`src/rtl/cabinet_pkg.sv`:
```
`default_nettype none

package cabinet_pkg;

	typedef struct packed {
		logic up;
		logic down;
		logic left;
		logic right;
		logic fire1;
		logic coin;
		logic start1;
		logic start2;
	} key_buttons_t;

	typedef struct packed {
		logic fire;
		logic up;
		logic down;
		logic left;
		logic right;
	} joy_t;

	typedef struct packed {
		logic [7:0] inp0;
		logic [7:0] inp1;
	} core_inputs_t;

	typedef struct packed {
		logic [7:0] dsw0;
		logic [7:0] dsw1;
	} dip_switches_t;

	// ps/2 set 2 make codes
	localparam logic [7:0] scan_up     = 8'h75;
	localparam logic [7:0] scan_down   = 8'h72;
	localparam logic [7:0] scan_left   = 8'h6b;
	localparam logic [7:0] scan_right  = 8'h74;
	localparam logic [7:0] scan_coin   = 8'h76; // esc
	localparam logic [7:0] scan_start1 = 8'h05; // f1
	localparam logic [7:0] scan_start2 = 8'h06; // f2
	localparam logic [7:0] scan_fire1  = 8'h29; // space

	localparam int status_width  = 32;
	localparam int st_reset      = 0;
	localparam int st_scan_lo    = 3;
	localparam int st_scan_hi    = 4;
	localparam int st_menu_reset = 6;
	localparam int st_diff_lo    = 8;
	localparam int st_diff_hi    = 9;
	localparam int st_lives_lo   = 10;
	localparam int st_lives_hi   = 11;
	localparam int st_bonus_lo   = 12;
	localparam int st_bonus_hi   = 14;
	localparam int st_continue   = 15;
	localparam int st_demo_sound = 16;
	localparam int st_service    = 17;

	// switches with no menu entry
	localparam logic [1:0] dip_coin_a  = 2'd0; // 1 coin 1 credit
	localparam logic [2:0] dip_coin_b  = 3'd1;
	localparam logic       dip_cabinet = 1'b1;
	localparam logic       dip_freeze  = 1'b1;

endpackage

`default_nettype wire

```
`src/rtl/video_pkg.sv`:
```
`default_nettype none

package video_pkg;

	typedef struct packed {
		logic [7:0] pixel; // bbgggrrr
		logic       hblank;
		logic       vblank;
		logic       hsync;
		logic       vsync;
		logic       odd_line;
	} core_video_t;

	typedef struct packed {
		logic [5:0] r;
		logic [5:0] g;
		logic [5:0] b;
		logic       hs;
		logic       vs;
	} vga_out_t;

	typedef enum logic [1:0] {
		scan_none          = 2'd0,
		scan_quarter       = 2'd1,
		scan_half          = 2'd2,
		scan_three_quarter = 2'd3
	} scanline_t;

endpackage

`default_nettype wire

```
`src/rtl/arcade_host.sv`:
```
`timescale 1ns/1ps
`default_nettype none

module arcade_host #(
	parameter int dac_width = 16
) (
	input  wire logic                              clock_48,
	input  wire logic                              reset,
	input  wire logic                              key_strobe,
	input  wire logic [7:0]                        key_code,
	input  wire logic                              key_pressed,
	input  wire cabinet_pkg::joy_t                 joystick_0,
	input  wire cabinet_pkg::joy_t                 joystick_1,
	input  wire logic [cabinet_pkg::status_width-1:0] status,
	input  wire logic                              buttons_menu,
	input  wire logic                              ioctl_downl,
	input  wire video_pkg::core_video_t            core_video,
	input  wire logic [7:0]                        core_audio,
	output cabinet_pkg::core_inputs_t              core_inputs,
	output cabinet_pkg::dip_switches_t             dip_switches,
	output logic                                   core_reset,
	output video_pkg::vga_out_t                    vga,
	output logic                                   audio_left,
	output logic                                   audio_right,
	output logic                                   led
);

	cabinet_pkg::key_buttons_t key_buttons;
	video_pkg::scanline_t      scanlines;

	assign scanlines   = video_pkg::scanline_t'(
		status[cabinet_pkg::st_scan_hi:cabinet_pkg::st_scan_lo]);
	assign audio_right = audio_left; // mono core
	assign led         = ~ioctl_downl; // lit while idle

	key_decoder u_key_decoder (
		.clock_48    (clock_48),
		.reset       (reset),
		.key_strobe  (key_strobe),
		.key_code    (key_code),
		.key_pressed (key_pressed),
		.buttons     (key_buttons)
	);

	cabinet_controls u_cabinet_controls (
		.clock_48     (clock_48),
		.reset        (reset),
		.buttons      (key_buttons),
		.joystick_0   (joystick_0),
		.joystick_1   (joystick_1),
		.status       (status),
		.buttons_menu (buttons_menu),
		.ioctl_downl  (ioctl_downl),
		.core_inputs  (core_inputs),
		.dip_switches (dip_switches),
		.core_reset   (core_reset)
	);

	video_output u_video_output (
		.clock_48  (clock_48),
		.reset     (reset),
		.video_in  (core_video),
		.scanlines (scanlines),
		.video_out (vga)
	);

	audio_dac #(
		.dac_width (dac_width)
	) u_audio_dac (
		.clock_48  (clock_48),
		.reset     (reset),
		.sample    (core_audio),
		.audio_out (audio_left)
	);

endmodule

`default_nettype wire

```
`src/rtl/audio_dac.sv`:
```
`timescale 1ns/1ps
`default_nettype none

module audio_dac #(
	parameter int dac_width = 16
) (
	input  wire logic       clock_48,
	input  wire logic       reset,
	input  wire logic [7:0] sample,
	output logic            audio_out
);

	localparam int repeats = (dac_width + 7) / 8;

	logic [repeats*8-1:0] sample_rep;
	logic [dac_width-1:0] level;
	logic [dac_width-1:0] acc;
	logic [dac_width:0]   sum;

	assign sample_rep = {repeats{sample}};
	assign level      = sample_rep[repeats*8-1 -: dac_width]; // full scale at ffh
	assign sum        = {1'b0, acc} + {1'b0, level};

	always_ff @(posedge clock_48) begin
		if (reset) begin
			acc       <= '0;
			audio_out <= 1'b0;
		end else begin
			acc       <= sum[dac_width-1:0];
			audio_out <= sum[dac_width]; // carry is the pulse density
		end
	end

endmodule

`default_nettype wire

```
`src/rtl/cabinet_controls.sv`:
```
`timescale 1ns/1ps
`default_nettype none

module cabinet_controls (
	input  wire logic                              clock_48,
	input  wire logic                              reset,
	input  wire cabinet_pkg::key_buttons_t         buttons,
	input  wire cabinet_pkg::joy_t                 joystick_0,
	input  wire cabinet_pkg::joy_t                 joystick_1,
	input  wire logic [cabinet_pkg::status_width-1:0] status,
	input  wire logic                              buttons_menu,
	input  wire logic                              ioctl_downl,
	output cabinet_pkg::core_inputs_t              core_inputs,
	output cabinet_pkg::dip_switches_t             dip_switches,
	output logic                                   core_reset
);

	cabinet_pkg::core_inputs_t  inputs_next;
	cabinet_pkg::dip_switches_t dips_next;
	logic [1:0] difficulty;
	logic [1:0] lives;
	logic [2:0] bonus;
	logic       downl_prev;
	logic       rom_loaded;

	// menu order differs from the switch codes
	assign difficulty = status[cabinet_pkg::st_diff_hi:cabinet_pkg::st_diff_lo] + 2'd2;
	assign lives      = status[cabinet_pkg::st_lives_hi:cabinet_pkg::st_lives_lo] + 2'd2;
	assign bonus      = status[cabinet_pkg::st_bonus_hi:cabinet_pkg::st_bonus_lo] + 3'd3;

	always_comb begin
		inputs_next.inp0 = {status[cabinet_pkg::st_service], 2'b00, buttons.coin,
			buttons.start2, buttons.start1, joystick_1.fire,
			buttons.fire1 | joystick_0.fire};
		inputs_next.inp1 = {joystick_1.left, joystick_1.down, joystick_1.right, joystick_1.up,
			buttons.left | joystick_0.left, buttons.down | joystick_0.down,
			buttons.right | joystick_0.right, buttons.up | joystick_0.up};
		dips_next.dsw0 = {lives, bonus, cabinet_pkg::dip_coin_b};
		dips_next.dsw1 = {cabinet_pkg::dip_coin_a, cabinet_pkg::dip_freeze,
			~status[cabinet_pkg::st_demo_sound], ~status[cabinet_pkg::st_continue],
			cabinet_pkg::dip_cabinet, difficulty};
	end

	always_ff @(posedge clock_48) begin
		downl_prev <= ioctl_downl;
	end

	always_ff @(posedge clock_48) begin
		if (reset) begin
			core_inputs  <= '0;
			dip_switches <= '0;
			rom_loaded   <= 1'b0;
			core_reset   <= 1'b1;
		end else begin
			core_inputs  <= inputs_next;
			dip_switches <= dips_next;
			if (downl_prev && !ioctl_downl)
				rom_loaded <= 1'b1; // download finished
			core_reset <= status[cabinet_pkg::st_reset] | status[cabinet_pkg::st_menu_reset]
				| buttons_menu | ~rom_loaded;
		end
	end

	// core never runs on a partly loaded rom
	core_held_until_loaded: assert property (@(posedge clock_48) disable iff (reset)
		!rom_loaded |-> core_reset);

endmodule

`default_nettype wire

```
`src/rtl/key_decoder.sv`:
```
`timescale 1ns/1ps
`default_nettype none

module key_decoder (
	input  wire logic                  clock_48,
	input  wire logic                  reset,
	input  wire logic                  key_strobe,
	input  wire logic [7:0]            key_code,
	input  wire logic                  key_pressed,
	output cabinet_pkg::key_buttons_t  buttons
);

	logic strobe_prev;
	logic key_event;

	// strobe toggles once per key event
	assign key_event = (key_strobe != strobe_prev);

	always_ff @(posedge clock_48) begin
		strobe_prev <= key_strobe;
	end

	always_ff @(posedge clock_48) begin
		if (reset) begin
			buttons <= '0;
		end else if (key_event) begin
			case (key_code)
				cabinet_pkg::scan_up:     buttons.up     <= key_pressed;
				cabinet_pkg::scan_down:   buttons.down   <= key_pressed;
				cabinet_pkg::scan_left:   buttons.left   <= key_pressed;
				cabinet_pkg::scan_right:  buttons.right  <= key_pressed;
				cabinet_pkg::scan_coin:   buttons.coin   <= key_pressed;
				cabinet_pkg::scan_start1: buttons.start1 <= key_pressed;
				cabinet_pkg::scan_start2: buttons.start2 <= key_pressed;
				cabinet_pkg::scan_fire1:  buttons.fire1  <= key_pressed;
				default: ; // other keys ignored
			endcase
		end
	end

endmodule

`default_nettype wire

```
`src/rtl/video_output.sv`:
```
`timescale 1ns/1ps
`default_nettype none

module video_output (
	input  wire logic                    clock_48,
	input  wire logic                    reset,
	input  wire video_pkg::core_video_t  video_in,
	input  wire video_pkg::scanline_t    scanlines,
	output video_pkg::vga_out_t          video_out
);

	logic [3:0]           red_1;
	logic [3:0]           green_1;
	logic [3:0]           blue_1;
	logic                 hs_1;
	logic                 vs_1;
	logic                 odd_1;
	video_pkg::scanline_t mode_1;
	logic                 blank;

	// widen to 6 bits then darken odd lines
	function automatic logic [5:0] expand_dim(input logic [3:0] c4, input logic odd,
		input video_pkg::scanline_t mode);
		logic [5:0] c6;
		logic [5:0] result;
		c6 = {c4, c4[3:2]};
		result = c6;
		if (odd) begin
			case (mode)
				video_pkg::scan_quarter:       result = c6 - (c6 >> 2);
				video_pkg::scan_half:          result = c6 - (c6 >> 1);
				video_pkg::scan_three_quarter: result = c6 - ((c6 >> 1) + (c6 >> 2));
				default:                       result = c6;
			endcase
		end
		return result;
	endfunction

	assign blank = video_in.hblank | video_in.vblank;

	// stage 1 does 4 bit colour and blanking
	always_ff @(posedge clock_48) begin
		if (reset) begin
			red_1   <= '0;
			green_1 <= '0;
			blue_1  <= '0;
			hs_1    <= 1'b0;
			vs_1    <= 1'b0;
			odd_1   <= 1'b0;
			mode_1  <= video_pkg::scan_none;
		end else begin
			red_1   <= blank ? 4'd0 : {video_in.pixel[2:0], 1'b0};
			green_1 <= blank ? 4'd0 : {video_in.pixel[5:3], 1'b0};
			blue_1  <= blank ? 4'd0 : {video_in.pixel[7:6], 2'b00};
			hs_1    <= video_in.hsync;
			vs_1    <= video_in.vsync;
			odd_1   <= video_in.odd_line;
			mode_1  <= scanlines; // mode follows its pixel
		end
	end

	// stage 2
	always_ff @(posedge clock_48) begin
		if (reset) begin
			video_out <= '0;
		end else begin
			video_out.r  <= expand_dim(red_1, odd_1, mode_1);
			video_out.g  <= expand_dim(green_1, odd_1, mode_1);
			video_out.b  <= expand_dim(blue_1, odd_1, mode_1);
			video_out.hs <= hs_1;
			video_out.vs <= vs_1;
		end
	end

	blanked_pixel_black: assert property (@(posedge clock_48) disable iff (reset)
		(video_in.hblank || video_in.vblank) |-> ##2
		(video_out.r == 6'd0 && video_out.g == 6'd0 && video_out.b == 6'd0));

endmodule

`default_nettype wire

```
`config.mk`:
```
export PLATFORM = sky130hd
export DESIGN_NAME = arcade_host
export DESIGN_NICKNAME = d
export VERILOG_FILES = /design/src/rtl/cabinet_pkg.sv /design/src/rtl/video_pkg.sv /design/src/rtl/arcade_host.sv /design/src/rtl/audio_dac.sv /design/src/rtl/cabinet_controls.sv /design/src/rtl/key_decoder.sv /design/src/rtl/video_output.sv
export SDC_FILE = /design/constraint.sdc
export NUM_CORES = 1
export LEC_CHECK = 0
export BUFFER_PORTS_ARGS = -buffer_cell sky130_fd_sc_hd__buf_4
export CAP_MARGIN = 20
export CORE_ASPECT_RATIO = 1.2
export CORE_MARGIN = 2
export CORE_UTILIZATION = 40
export CTS_CLUSTER_SIZE = 30
export DETAILED_ROUTE_END_ITERATION = 8
export GPL_TIMING_DRIVEN = 0
export PLACE_DENSITY = 0.7
export SLEW_MARGIN = 40
export SYNTH_ARGS = -nofsm -noshare
export SYNTH_HDL_FRONTEND = slang
export SYNTH_HIERARCHICAL = 1
export SYNTH_SLANG_ARGS = --single-unit
```
`constraint.sdc`:
```
create_clock -name clock_48 -period 2.9 [get_ports clock_48]
set_clock_uncertainty 0.2 [all_clocks]
set_input_delay 0.29 -clock clock_48 [delete_from_list [all_inputs] [get_ports clock_48]]
set_output_delay 0.29 -clock clock_48 [all_outputs]
set_load 0.01 [all_outputs]
```
==> results of run 1 <==
[flip-flops by register name (all words and copies together), names as in the netlist]
| register | flops |
|---|---|
| u_video_output/mode_1 | 2 |
| u_video_output/blue_1 | 2 |
| u_cabinet_controls/core_reset | 1 |
| u_audio_dac/audio_out | 1 |
| u_audio_dac/acc | 16 |
| u_key_decoder/buttons | 8 |
| u_cabinet_controls/rom_loaded | 1 |
| u_video_output/green_1 | 3 |
| u_video_output/video_out | 20 |
| u_video_output/vs_1 | 1 |
| u_video_output/odd_1 | 1 |
| u_cabinet_controls/core_inputs | 14 |
| u_key_decoder/strobe_prev | 1 |
| u_cabinet_controls/dip_switches | 10 |
| u_video_output/hs_1 | 1 |
| u_cabinet_controls/downl_prev | 1 |
| u_video_output/red_1 | 3 |
[metal layers]
metal | routed length, um | share of wire
met3 | 552 | 0.047
met5 | 0 | 0
met2 | 5905 | 0.50
met1 | 5010 | 0.43
met4 | 247 | 0.021
[power by group through the flow]
| stage | sequential, uW | clock (uW) | combinational, uW |
|---|---|---|---|
| after floorplan | 1390 | 0 | 831 |
| after global placement | 1380 | 0 | 1090 |
| after detailed placement | 1390 | 0 | 1130 |
| after CTS | 1360 | 1330 | 1180 |
| after global routing | 1380 | 1370 | 1320 |
| final | 1360 | 1300 | 1190 |
[repair_timing]
action	CTS	global route
endpoints found under the hold margin	34	0
endpoints found under the setup margin	1	3
hold buffers	35	0
resized for setup	3	4
[worst paths after layout]
| check | startpoint | to | slack [ps] |
|---|---|---|---|
| setup / recovery | u_video_output/red_1[2]$_SDFF_PP0_ | u_video_output/video_out[19]$_SDFF_PP0_ | 160 |
| hold / removal | status[14] | u_cabinet_controls/dip_switches[13]$_SDFF_PP0_ | 50 |
| setup reg to reg | u_video_output/red_1[2]$_SDFF_PP0_ | u_video_output/video_out[19]$_SDFF_PP0_ | 160 |
| hold reg to reg | u_cabinet_controls/rom_loaded$_SDFFE_PP0P_ | u_cabinet_controls/core_reset$_SDFF_PP1_ | 190 |
[per-stage QoR]
stage            util  cells  hold slack [ps]
2_1_floorplan       -    521            117.7
3_3_place_gp   0.5002    786            168.4
3_5_place_dp   0.5002    786            181.5
4_1_cts        0.5595    836            6.012
5_1_grt        0.5608    837            76.96
6_report       0.5608    837            50.37
[placed cells by master (no fill, tap or decap), types with 9 or more instances in the layout]
master,count
and2_1,10
nand2_1,32
xor2_1,12
nor2_1,62
nor2b_1,28
nand4_1,9
mux2i_1,10
ha_1,53
clkbuf_16,9
a21oi_1,25
dfxtp_1,82
nand2b_1,16
inv_1,28
dlygate4sd3_1,35
buf_4,118
o21ai_0,11
xnor2_1,13
[cell families (layout without fill, tap and decap cells)]
group / after synthesis / count (layout)
buffers and inverters: 55 / 213
AOI/OAI and AO/OA: 89 / 89
and+or+nand+nor: 183 / 183
xor gates and xnor gates: 26 / 26
other: 1 / 7
DFF: 86 / 86
adders and majority gates: 60 / 60
muxes: 16 / 16
[final cells by class]
class                      count  area, sq um
clock inverter                 6        111.4
multi-input combinational    380         2830
timing repair buffer         143         1161
sequential                    86         1729
buffer                        25        148.9
tap                          157        196.4
clock buffer                   9        225.2
antenna                        1        2.502
fill                        1041         5104
inverter                      30        112.6
[synth_stat cells, types with 2 or more instances]
library cell	n
a22oi_1	2
clkbuf_1	5
nand3_1	7
mux2i_1	10
nor2b_1	28
inv_1	29
o22ai_1	2
mux2_1	3
o21bai_1	2
mux2_2	2
o21ai_1	3
xnor2_1	13
buf_2	7
and2_1	10
a221oi_1	2
a21oi_2	2
o21a_1	5
buf_4	10
fa_1	7
nor2_1	62
nand2_1	32
nor4_1	3
a21o_1	3
nand4b_1	3
nor3_1	4
a31oi_1	3
a211oi_2	3
ha_1	53
xor2_1	12
a21oi_1	25
a211oi_1	5
nand2b_1	16
dfxtp_1	86
o21ai_0	11
a311o_1	3
nor2_2	2
nand4_1	9
o31ai_1	4
[worst max-delay path: stages (launching register included)]
cell	delay [ps]
dfxtp_2	450
inv_1	200
fa_1	540
inv_1	50
ha_1	340
nor3_1	70
a311oi_1	330
xor2_1	150
o41ai_2	310
==> key figures, run 1 <==
Synthesis
  – Post-synth top area cell: dfxtp_1
  – Mapped Avg Cell Area: 9.277 sq um
  – Post-synthesis simple-gate area fraction: 0.1945
  – Post-synth EDFFs: 0
  – Post-synth ARST share: 0
  – Ys Warns: 6
  – Synth Area in Compound Gates: 0.1377
  – Largest family of logic cells by synthesized area: simple AND/OR/NAND/NOR gates
  – Post-Synth XOR/XNOR Area: 0.04914
  – Dominant cells by area after synthesis: dfxtp_1 (36%), ha_1 (14%), nor2_1 (4.9%), nor2b_1 (3.7%), fa_1 (2.9%)
  – Seq cells post-synth: 86
  – Post-Syn Area: 0.004787 sq mm
  – Post-synthesis mux area share: 0.03581
  – Synthesized instance count: 516
  – Main synth FF type: dfxtp_1
  – Sequential element share of the synthesized area: 0.3596
  – Synth top area share: 0.3596
  – Synth unique cells: 66
  – Post-synthesis adder-cell area fraction: 0.1678

STA
  – Total Neg Setup Slack: 0 ps
  – Worst slew pin tran: 549.6 ps
  – Max_slew headroom: 0.6308
  – Final hold vios: 0
  – Fmax: 365.6 MHz
  – Tcrit/Tclk final: 0.9432
  – Period minus WS final: 2735 ps
  – Setup violations, final: 0
  – Final max-slew violation count: 0
  – RSZ-0062 raised after global routing: no
  – PnR worst setup slack: 164.7 ps

Route
  – WL per Instance: 14.00 um
  – Initial DRC Count: 170
  – DRT Pass-1 Iters: 4
  – DRT antenna net count: 0
  – DRC viols: 0
  – WL final: 11,720 um
  – Via-to-Cell Ratio: 4.921
  – Routed via count: 4,119

Floorplan
  – Placement row count: 43
  – Starting Density: 0.4119
  – Core box area: 0.01162 sq mm
  – Ports: 133
  – Die area: 0.01286 sq mm
  – Die Ht: 123.8 um
  – Die Span X: 103.9 um

Global route
  – Largest net degree at the start of global routing: 27
  – Global routing usage on met3: 0.02773
  – Met2 usage: 0.3479
  – Met1 GRT Util: 0.2105
  – Global routing's busiest layer: met2
  – Grt total ovfl: 0
  – Antenna violations before repair: 1
  – Vias in the first global route: 4,175
  – Overall Global Routing Usage: 0.1856
  – First-pass GRT wire length: 19,360 um

Worst setup path
  – Worst path arrival time: 2770 ps
  – Critical path fanouts, max: 9
  – WP data required: 2930 ps
  – Crit. End Element: flop
  – Reg2reg path depth: 8
  – Critical path type: reg2reg
  – Startpoint Class: flop

Clock tree
  – H-tree Lvls: 3
  – CTS tree: built
  – Cts bufs inserted: 9
  – CTS Sinks: 86
  – Clock buffer depth: 2
  – Clk_lat worst skew: 330 ps
  – CTS clock-pin slew for the worst setup and hold paths: 60 ps
  – Post-CTS Setup Inserts: 0
  – Root buffer cell: clkbuf_16

Power
  – Clock Power Share: 0.337
  – Internal power: 2715 uW
  – Part of the power in combinational logic: 0.309
  – Power share of the sequential group: 0.354
  – Psw: 1134 uW
  – Sw frac: 0.2946
  – P_leak: 0.002919 uW
  – Max VDD drop: 0.2926 mV
  – Total Power: 3849 uW
  – PwrDens: 590.5 mW/mm^2

Placed design
  – Place WS: -61.41 ps
  – Post-DP HPWL: 8455 um
  – DP Area: 0.005813 sq mm
  – PortBufs: 108
  – Final GP Congestion: 0.8797

Layout
  – Finished layout cell area: 0.006518 sq mm
  – Share of layout cells above drive strength 1: 0.2504
  – Net count, final: 812
  – Area grow syn2layout: 36.15%

Run
  – Max-Cap Viols: 0

Min path
  – Hold Path Depth: 3
  – Hold crit path type: in2reg

Outcome
  – Status: complete, no violations
(Power assumes the default switching activity.)
==> run 2, diff against run 1 <==
Settings changed: CORE_MARGIN 2 to 4.
==> key figures, run 2 (synthesized netlist as in run 1, its figures left out) <==
Worst setup path
  – Crit path cell chain: inv_1, fa_1, inv_1, ha_1, a21oi_1, xnor2_1, mux2i_1, a2111oi_2
  – R2r startpoint: u_video_output/red_1[2]$_SDFF_PP0_
  – Crit path buf inv count: 2
  – Critical path fanouts, max: 9
  – Worst path arrival time: 2790 ps
  – Reg2reg end: u_video_output/video_out[18]$_SDFF_PP0_
  – WP data required: 2910 ps
  – Crit path max-delay cell type: fa_1
  – Startpoint Class: flop
  – Crit. End Element: flop
  – Reg2reg path depth: 8
  – Cell mode on critical path: inv_1
  – FF-to-FF setup slack: 120 ps
  – Critical path type: reg2reg
  – Max incr delay on CP: 550 ps
  – Crit-path leading delay family: adder cells

Layout
  – Commonest non-fill, non-tap cells in the layout: buf_4 (118), dfxtp_1 (81), nor2_1 (62)
  – Max FFs per register: 20
  – # fillers: 1,057
  – Net count, final: 813
  – Area grow syn2layout: 34.89%
  – Commonest non-fill, non-tap cell in the layout: buf_4
  – Diode count: 0
  – Largest registers: u_video_output/video_out: 20 flops, u_audio_dac/acc: 16 flops, u_cabinet_controls/core_inputs: 14 flops
  – Share of layout cells above drive strength 1: 0.2496
  – Finished Layout Cells: 838
  – Reg with most FFs: u_video_output/video_out

Outcome
  – Status: complete, no violations

Min path
  – Worst Hold Path EP: u_key_decoder/buttons[6]$_SDFFE_PP0P_
  – Hold Path Depth: 3
  – Hold crit path type: in2reg
  – Hold_sp: key_code[2]

Power
  – PwrDens: 559.7 mW/mm^2
  – Max VDD drop: 0.2561 mV
  – P_leak: 0.002886 uW
  – Total Power: 3614 uW

Clock tree
  – Clock buffer depth: 2
  – Clk_lat worst skew: 330 ps
  – H-tree Lvls: 3
  – Root buffer cell: clkbuf_16
  – CTS clock-pin slew for the worst setup and hold paths: 60 ps
  – Cts bufs inserted: 9
  – Post-CTS Setup Inserts: 0
  – CTS tree: built
  – CTS Sinks: 86

Floorplan
  – Die Ht: 127.8 um
  – Die area: 0.01379 sq mm
  – Placement row count: 43
  – Starting Density: 0.4119
  – Core box area: 0.01162 sq mm
  – Ports: 133
  – Die Span X: 107.9 um

STA
  – Max_slew headroom: 0.5793
  – Period minus WS final: 2785 ps
  – Final max-slew violation count: 0
  – Tcrit/Tclk final: 0.9603
  – Setup violations, final: 0
  – Worst slew pin tran: 626.2 ps
  – Final hold vios: 0
  – RSZ-0062 raised after global routing: yes
  – Fmax: 359.1 MHz

Route
  – DRT antenna net count: 0
  – WL final: 12,030 um
  – Initial DRC Count: 170
  – DRC viols: 0
  – Via-to-Cell Ratio: 4.965
  – WL per Instance: 14.35 um
  – DRT Pass-1 Iters: 4
  – Routed via count: 4,161

Global route
  – Antenna violations before repair: 0
  – Vias in the first global route: 4,239
  – Largest net degree at the start of global routing: 27
  – First-pass GRT wire length: 19,400 um
  – Grt total ovfl: 0
  – Overall Global Routing Usage: 0.1750

Placed design
  – PortBufs: 108
  – Dpl cells: 786
  – Post-DP HPWL: 8823 um
  – Final GP Congestion: 0.9150

Run
  – Max-Cap Viols: 0
## run 2: cell count changes in the layout (fill, tap and decap cells not counted)
cell           change
bufinv_16          -3
clkbuf_1           +1
clkinvlp_4         +1
dfxtp_1            -1
dfxtp_2            +1
diode_2            -1
dlygate4sd3_1      +1
inv_6              +2
o41ai_1            +1
o41ai_2            -1
## run 2: layer usage
metal	up-vias	routed length, um	GRT usage
met5	-	0	0
met4	0	337	0.07875
met3	30	742	0.03325
met2	168	5979	0.3232
met1	1889	4967	0.1915
li1	2074	-	-
## run 2: layout make-up
class / instances / area (sq um) / share of cell area
multi-input cells: 380 / 2823 / 0.4371
flip-flops and latches: 86 / 1730 / 0.2680
repair buffers: 144 / 1171 / 0.1814
clock buffers: 10 / 229.0 / 0.03546
well taps: 157 / 196.4 / 0.03042
plain buffers: 25 / 148.9 / 0.02306
inverters: 30 / 112.6 / 0.01744
clock inverters: 6 / 46.29 / 0.007169
## run 2: timing repair
action                                 4_1_cts  5_1_grt
hold buffers                                36        0
gates resized for setup                      3        4
endpoints found under the hold margin       35        0
setup endpoints to repair                    2        3
## run 2: power breakdown
group	switching, uW	internal, uW	total, uW
Sequential	51.1	1310	1360
Combinational	620	568	1190
Clock	476	586	1060
## run 2: worst max path at each step
stage / end / start / depth (start not counted) / slack (ps)
final: u_video_output/video_out[18]$_SDFF_PP0_ / u_video_output/red_1[2]$_SDFF_PP0_ / 8 / 120
after CTS: u_video_output/video_out[18]$_SDFF_PP0_ / u_video_output/red_1[1]$_SDFF_PP0_ / 8 / 70
after global routing: u_video_output/video_out[18]$_SDFF_PP0_ / u_video_output/red_1[2]$_SDFF_PP0_ / 8 / -1
after floorplan: u_video_output/video_out[18]$_SDFF_PP0_ / u_video_output/red_1[2]$_SDFF_PP0_ / 8 / 370
after global placement: u_video_output/video_out[19]$_SDFF_PP0_ / u_video_output/red_1[3]$_SDFF_PP0_ / 8 / -20
after detailed placement: u_video_output/video_out[18]$_SDFF_PP0_ / u_video_output/red_1[3]$_SDFF_PP0_ / 8 / -80
## run 2: worst min-delay path, cell delays in order
cell      delay, ps
buf_4            90
nand4b_1        120
mux2i_1          70
## run 2: metrics by stage
step | hold slack [ps] | worst slack [ps] | setup TNS, ps | util | cell area (sq um)
finish | 94.24 | 115.2 | 0 | 0.5557 | 6457
global route | 98.30 | -1.421 | -1.421 | 0.5557 | 6457
CTS | 79.04 | 71.16 | 0 | 0.5551 | 6451
detailed placement | 177.1 | -81.71 | -81.71 | 0.5002 | 5813
global placement | 167.8 | -18.98 | -18.98 | 0.5002 | 5813
floorplan | 117.7 | 372.1 | 0 | - | 4806
